--- config.mk ---
export PLATFORM = sky130hd
export DESIGN_NAME = rename_unit
export DESIGN_NICKNAME = d
export VERILOG_FILES = /design/src/logic/rename_pkg.sv /design/src/logic/inst_decode.sv /design/src/logic/free_list.sv /design/src/logic/rat.sv /design/src/logic/rename_unit.sv
export SDC_FILE = /design/constraint.sdc
export NUM_CORES = 1
export LEC_CHECK = 0
export BUFFER_PORTS_ARGS = -buffer_cell sky130_fd_sc_hd__buf_2
export CAP_MARGIN = 5
export CELL_PAD_IN_SITES_DETAIL_PLACEMENT = 1
export CELL_PAD_IN_SITES_GLOBAL_PLACEMENT = 1
export CORE_ASPECT_RATIO = 0.75
export CORE_MARGIN = 8
export CORE_UTILIZATION = 47
export DETAILED_ROUTE_END_ITERATION = 7
export PLACE_DENSITY = 0.84
export SLEW_MARGIN = 10
export SYNTH_ARGS = -nofsm -noshare
export SYNTH_HDL_FRONTEND = slang
export SYNTH_HIERARCHICAL = 1
export SYNTH_SLANG_ARGS = --single-unit
--- constraint.sdc ---
create_clock -name clk -period 11.8 [get_ports clk]
set_clock_uncertainty 0.15 [all_clocks]
set_input_delay 1.18 -clock clk [delete_from_list [all_inputs] [get_ports clk]]
set_output_delay 1.18 -clock clk [all_outputs]
set_load 0.02 [all_outputs]
--- src/logic/rename_pkg.sv ---
package rename_pkg;

    // architectural register file size.
    localparam int ARCH_REGS = 32;

    // physical register width the shared structs are declared at.
    localparam int DEFAULT_PHYS_REG_BITS = 6;

    typedef logic [4:0] arch_reg_t;

    typedef enum logic [6:0] {
        op_lui   = 7'b0110111,
        op_auipc = 7'b0010111,
        op_jal   = 7'b1101111,
        op_jalr  = 7'b1100111,
        op_br    = 7'b1100011,
        op_load  = 7'b0000011,
        op_store = 7'b0100011,
        op_b_imm = 7'b0010011,
        op_b_reg = 7'b0110011
    } opcode_t;

    // the rs2 slot is a register in R-type and immediate bits in I-type.
    typedef union packed {
        struct packed {
            logic [6:0] funct7;
            arch_reg_t  rs2;
            arch_reg_t  rs1;
            logic [2:0] funct3;
            arch_reg_t  rd;
            opcode_t    opcode;
        } r_fields;
        struct packed {
            logic [11:0] imm;
            arch_reg_t   rs1;
            logic [2:0]  funct3;
            arch_reg_t   rd;
            opcode_t     opcode;
        } i_fields;
    } inst_word_t;

    typedef struct packed {
        inst_word_t inst;
        opcode_t    opcode;
        arch_reg_t  rd;
        arch_reg_t  rs1;
        arch_reg_t  rs2;
        logic       rename;
        logic       is_nop;
    } decode_info_t;

    // one result bus.
    typedef struct packed {
        logic                             valid;
        arch_reg_t                        rd;
        logic [DEFAULT_PHYS_REG_BITS-1:0] pd;
    } cdb_t;

    typedef struct packed {
        logic [DEFAULT_PHYS_REG_BITS-1:0] ps1;
        logic                             ps1_valid;
        logic [DEFAULT_PHYS_REG_BITS-1:0] ps2;
        logic                             ps2_valid;
        logic [DEFAULT_PHYS_REG_BITS-1:0] pd;
        logic [DEFAULT_PHYS_REG_BITS-1:0] stale_pd;
        logic                             has_rd;
    } renamed_t;

endpackage

--- src/logic/inst_decode.sv ---
`timescale 1ns/100ps

module inst_decode (
    input  rename_pkg::inst_word_t   inst,
    output rename_pkg::decode_info_t info
);

    import rename_pkg::*;

    logic writes_rd;

    // opcodes that produce a register result.
    always_comb begin
        case (inst.i_fields.opcode)
            op_lui,
            op_auipc,
            op_jal,
            op_jalr,
            op_load,
            op_b_imm,
            op_b_reg: writes_rd = 1'b1;
            default:  writes_rd = 1'b0;
        endcase
    end

    always_comb begin
        info.inst   = inst;
        info.opcode = inst.i_fields.opcode;
        info.rd     = inst.i_fields.rd;
        info.rs1    = inst.i_fields.rs1;
        // only meaningful as a register for R-type and store/branch.
        info.rs2    = inst.r_fields.rs2;

        // x0 is never renamed.
        info.rename = writes_rd && (inst.i_fields.rd != 5'd0);

        // canonical nop and the all-zero word.
        info.is_nop = (inst == 32'h0000_0013) || (inst == 32'h0000_0000);
    end

endmodule

--- src/logic/free_list.sv ---
`timescale 1ns/100ps

module free_list #(
    parameter int PHYS_REG_BITS = 6
) (
    input  logic                     clk,
    input  logic                     rst,
    input  logic                     alloc,
    input  logic                     release_en,
    input  logic [PHYS_REG_BITS-1:0] release_pd,
    output logic [PHYS_REG_BITS-1:0] alloc_pd,
    output logic                     empty
);

    import rename_pkg::*;

    localparam int DEPTH    = (2 ** PHYS_REG_BITS) - ARCH_REGS;
    localparam int PTR_BITS = $clog2(DEPTH);

    logic [PHYS_REG_BITS-1:0] fifo [DEPTH];
    logic [PTR_BITS-1:0]      head;
    logic [PTR_BITS-1:0]      tail;
    logic [PTR_BITS:0]        count;
    logic [PTR_BITS-1:0]      head_inc;
    logic [PTR_BITS-1:0]      tail_inc;

    // depth need not be a power of two, so wrap by hand.
    always_comb begin
        if (head == PTR_BITS'(DEPTH - 1)) begin
            head_inc = '0;
        end else begin
            head_inc = head + 1'b1;
        end
        if (tail == PTR_BITS'(DEPTH - 1)) begin
            tail_inc = '0;
        end else begin
            tail_inc = tail + 1'b1;
        end
    end

    assign alloc_pd = fifo[head];
    assign empty    = (count == '0);

    always_ff @(posedge clk) begin
        if (rst) begin
            // every register above the architectural range starts free.
            for (int i = 0; i < DEPTH; i++) begin
                fifo[i] <= PHYS_REG_BITS'(ARCH_REGS + i);
            end
            head  <= '0;
            tail  <= '0;
            count <= (PTR_BITS + 1)'(DEPTH);
        end else begin
            if (alloc) begin
                head <= head_inc;
            end
            if (release_en) begin
                fifo[tail] <= release_pd;
                tail       <= tail_inc;
            end
            case ({alloc, release_en})
                2'b10:   count <= count - 1'b1;
                2'b01:   count <= count + 1'b1;
                default: count <= count;
            endcase
        end
    end

endmodule

--- src/logic/rat.sv ---
`timescale 1ns/100ps

module rat #(
    parameter int PHYS_REG_BITS = 6
) (
    input  logic                     clk,
    input  logic                     rst,
    input  rename_pkg::decode_info_t info,
    input  logic                     rename_we,
    input  logic [PHYS_REG_BITS-1:0] pd,
    input  rename_pkg::cdb_t         cdb_add,
    input  rename_pkg::cdb_t         cdb_mul,
    input  rename_pkg::cdb_t         cdb_div,
    output logic [PHYS_REG_BITS-1:0] ps1,
    output logic [PHYS_REG_BITS-1:0] ps2,
    output logic [PHYS_REG_BITS-1:0] stale_pd,
    output logic                     ps1_valid,
    output logic                     ps2_valid
);

    import rename_pkg::*;

    localparam int NUM_CDB = 3;

    logic [PHYS_REG_BITS-1:0] map_q   [ARCH_REGS];
    logic                     ready_q [ARCH_REGS];
    logic                     woken   [ARCH_REGS];
    cdb_t                     cdb_bus [NUM_CDB];

    always_comb begin
        cdb_bus[0] = cdb_add;
        cdb_bus[1] = cdb_mul;
        cdb_bus[2] = cdb_div;
    end

    // a bus only wakes the entry if it still maps to the broadcast pd.
    always_comb begin
        for (int i = 0; i < ARCH_REGS; i++) begin
            woken[i] = 1'b0;
        end
        for (int b = 0; b < NUM_CDB; b++) begin
            if (cdb_bus[b].valid &&
                map_q[cdb_bus[b].rd] == PHYS_REG_BITS'(cdb_bus[b].pd)) begin
                woken[cdb_bus[b].rd] = 1'b1;
            end
        end
    end

    // lookups see the table as it stood before this edge.
    always_comb begin
        stale_pd = map_q[info.rd];
        if (info.is_nop) begin
            ps1       = '0;
            ps2       = '0;
            ps1_valid = 1'b1;
            ps2_valid = 1'b1;
        end else if (info.opcode == op_b_imm) begin
            ps1       = map_q[info.rs1];
            ps2       = map_q[info.rs1];
            ps1_valid = ready_q[info.rs1];
            ps2_valid = ready_q[info.rs1];
        end else begin
            ps1       = map_q[info.rs1];
            ps2       = map_q[info.rs2];
            ps1_valid = ready_q[info.rs1];
            ps2_valid = ready_q[info.rs2];
        end
    end

    always_ff @(posedge clk) begin
        if (rst) begin
            // identity map, all ready.
            for (int i = 0; i < ARCH_REGS; i++) begin
                map_q[i]   <= PHYS_REG_BITS'(i);
                ready_q[i] <= 1'b1;
            end
        end else begin
            for (int i = 0; i < ARCH_REGS; i++) begin
                // rename takes priority over a wakeup on the same entry.
                if (rename_we && info.rd == 5'(i)) begin
                    map_q[i]   <= pd;
                    ready_q[i] <= 1'b0;
                end else if (woken[i]) begin
                    ready_q[i] <= 1'b1;
                end
            end
        end
    end

endmodule

--- src/logic/rename_unit.sv ---
`timescale 1ns/100ps

module rename_unit #(
    parameter int PHYS_REG_BITS = 6
) (
    input  logic                     clk,
    input  logic                     rst,
    input  logic                     dispatch,
    input  rename_pkg::inst_word_t   inst,
    input  logic                     commit,
    input  logic [PHYS_REG_BITS-1:0] commit_pd,
    input  rename_pkg::cdb_t         cdb_add,
    input  rename_pkg::cdb_t         cdb_mul,
    input  rename_pkg::cdb_t         cdb_div,
    output logic                     out_valid,
    output rename_pkg::renamed_t     out,
    output logic                     free_empty
);

    import rename_pkg::*;

    decode_info_t             info;
    renamed_t                 renamed;
    logic                     alloc;
    logic                     accept;
    logic                     empty;
    logic [PHYS_REG_BITS-1:0] alloc_pd;
    logic [PHYS_REG_BITS-1:0] ps1;
    logic [PHYS_REG_BITS-1:0] ps2;
    logic [PHYS_REG_BITS-1:0] stale_pd;
    logic                     ps1_valid;
    logic                     ps2_valid;

    inst_decode u_decode (
        .inst (inst),
        .info (info)
    );

    free_list #(
        .PHYS_REG_BITS (PHYS_REG_BITS)
    ) u_free_list (
        .clk        (clk),
        .rst        (rst),
        .alloc      (alloc),
        .release_en (commit),
        .release_pd (commit_pd),
        .alloc_pd   (alloc_pd),
        .empty      (empty)
    );

    rat #(
        .PHYS_REG_BITS (PHYS_REG_BITS)
    ) u_rat (
        .clk       (clk),
        .rst       (rst),
        .info      (info),
        .rename_we (alloc),
        .pd        (alloc_pd),
        .cdb_add   (cdb_add),
        .cdb_mul   (cdb_mul),
        .cdb_div   (cdb_div),
        .ps1       (ps1),
        .ps2       (ps2),
        .stale_pd  (stale_pd),
        .ps1_valid (ps1_valid),
        .ps2_valid (ps2_valid)
    );

    // a renaming dispatch with no free register is dropped.
    assign alloc      = dispatch && info.rename && !empty;
    assign accept     = dispatch && !(info.rename && empty);
    assign free_empty = empty;

    always_comb begin
        renamed.ps1       = ps1;
        renamed.ps1_valid = ps1_valid;
        renamed.ps2       = ps2;
        renamed.ps2_valid = ps2_valid;
        renamed.pd        = info.rename ? alloc_pd : '0;
        renamed.stale_pd  = info.rename ? stale_pd : '0;
        renamed.has_rd    = info.rename;
    end

    always_ff @(posedge clk) begin
        if (rst) begin
            out_valid <= 1'b0;
        end else begin
            out_valid <= accept;
        end
    end

    always_ff @(posedge clk) begin
        if (accept) begin
            out <= renamed;
        end
    end

endmodule

==> flow_summary.toml <==
[floorplanning]
start_util_pct = 47.3
pin_count = 107
core_area_um2 = 64900
die_h_um = 237
rows = 81
design.die.area_um2 = 73700
die_w_um = 311

[critical_path]
regToRegStartpoint = "u_rat/map_q[15][4]$_SDFFCE_PN0P_"
critPathKind = "in2reg"
setup.worst_path.start = "cdb_add[7]"
cp.arrival_ns = 5.71
path_delay_family = "compound AO/OA/AOI/OAI gates"
slowest_delay_ns = 0.88
slowest_stage = "buf_4"
worstPathCellList = "buf_4 -> buf_4 -> mux2i_1 -> o22ai_1 -> nor4_1 -> a21boi_0 -> o22a_1 -> and4bb_1 -> a222oi_1 -> o21ai_1"
path_buf_inv = 2
end_kind = "flip-flop"
start_kind = "primary input"
path_max_fanout = 58
crit_top_cell = "buf_4"
worstPathRequired_ns = 11.99

[global_route]
antenna_found_initial = 3
gr-total-overflow = 0
groute.usage.overall_pct = 33.1
grt_pass1_vias = 25160
grt_max_degree = 70
grt_first_pass_wirelength_mm = 181

[final_layout]
multiInputGateArea_um2 = 15800
fin_area_um2 = 33100
area_delta_synth_final_pct = 7.98
nFillCells = 6590
seq_area_um2 = 13600
fin_util_pct = 51.0
layout.cells.non_filler = 3383
drive_gt1_share_pct = 21.2
fin_nets = 2563

[clocking]
clk_latency_ns = 0.64
root_buffer = "clkbuf_16"
cts_hold_buf = 0
clock_path_buffers = 3
postCtsSetupBuffers = 0
cts_buffers = 49
h-tree-depth = 2
cts_tree = "done"
cts.sinks = 465
path_clk_slew_ns = 0.07
cts_resized = 0

[worst_hold_path]
hold_class = "reg2reg"
hold_start = "u_free_list/count[4]$_SDFFE_PP0P_"

[synth]
avgSynthCellArea_um2 = 12.2
yosysWarnings = 6
syn_inst = 2512
synth_nets = 2604
syn-cell-area_um2 = 30700

[route]
postRouteAntennaNets = 0
drc = 0
vias_per_cell = 7.45
vias = 25199
drt_iter0_markers = 3915
firstDrtPassIters = 8
avgRoutedWirePerCell_um = 37.5
routed_wl_mm = 127

[place]
port_buffers = 106
dp_cells = 3291
dpl_cell_area_um2 = 31500
hpwl_mm = 92.0
gp_congestion = 1.02

[sta]
fmax_mhz = 181
timing.hold.ws_ns = 0.396
setup_viol = 0
fin_crit_sh_pct = 46.8
hold_violations = 0
period_minus_slack_ns = 5.52
finalMaxSlewViolations = 0
rsz0062_at_grt = "false"
timing.setup.tns_ns = 0
worst_pin_slew_ns = 1.26
relSlewSlack_pct = 15.2

[flow_run]
maxCapViolCount = 0

[status]
outcome = "finished clean"

[pwr]
p_leak_uw = 0.0111
p_per_area_nw_per_um2 = 126
vdd_ir_drop_max_mv = 0.109
## through the flow
step / worst slack, ns / total power (µW)
final: 6.28 / 4160
after global routing: 6.13 / 4250
after CTS: 6.53 / 4150
after detailed placement: 5.87 / 2590
after global placement: 6.05 / 2570
after floorplan: 7.19 / 2350
## flip-flops by register name (all words and copies together) (netlist names), named ones only
signal / count
u_free_list/count: 6
u_free_list/fifo: 192
u_rat/ready_q: 32
u_free_list/tail: 5
u_free_list/head: 5
out: 27
u_rat/map_q: 192
out_valid: 1
## worst min-delay path: stages (launching register included)
cell,delay [ns]
dfxtp_1,0.33
nand3b_1,0.10
o41ai_1,0.07
## layout by cell type, fill, tap and decap left out, types with 57 or more instances in the layout
| cell type | instances |
|---|---|
| nor3_1 | 63 |
| or2_2 | 57 |
| mux4_2 | 212 |
| mux2i_1 | 350 |
| or3_1 | 84 |
| nor2_1 | 186 |
| buf_2 | 99 |
| o22ai_1 | 144 |
| nand2_1 | 125 |
| edfxtp_1 | 426 |
## power by group
| part | internal [µW] | switching (µW) | total, µW |
|---|---|---|---|
| combinational | 243 | 415 | 657 |
| sequential | 1860 | 73.9 | 1930 |
| clock | 849 | 725 | 1570 |
| total | 2950 | 1210 | 4160 |
## worst paths after layout
kind / to / depth (start not counted) / slack [ns]
worst max-delay path: u_rat/ready_q[31]$_DFFE_PP_ / 10 / 6.28
worst min-delay path: u_free_list/count[4]$_SDFFE_PP0P_ / 2 / 0.40
worst max register to register: u_rat/ready_q[20]$_DFFE_PP_ / 8 / 7.40
worst min register to register: u_free_list/count[4]$_SDFFE_PP0P_ / 2 / 0.40
## routing by layer
layer	wire length (µm)	global-route usage, %
met5	185	0.843
met2	53300	47.2
met1	50400	46.9
met3	18400	11.2
met4	4540	11.3
## cell type report
class | count | share of cell area [%]
antenna | 1 | 0.00756
clock buffer | 58 | 3.84
clock inverter | 33 | 0.975
inverter | 27 | 0.306
multi-input combinational | 1775 | 47.8
sequential | 465 | 41.0
tap | 871 | 3.29
timing repair buffer | 153 | 2.72
Power figures use the tool's default switching activity.
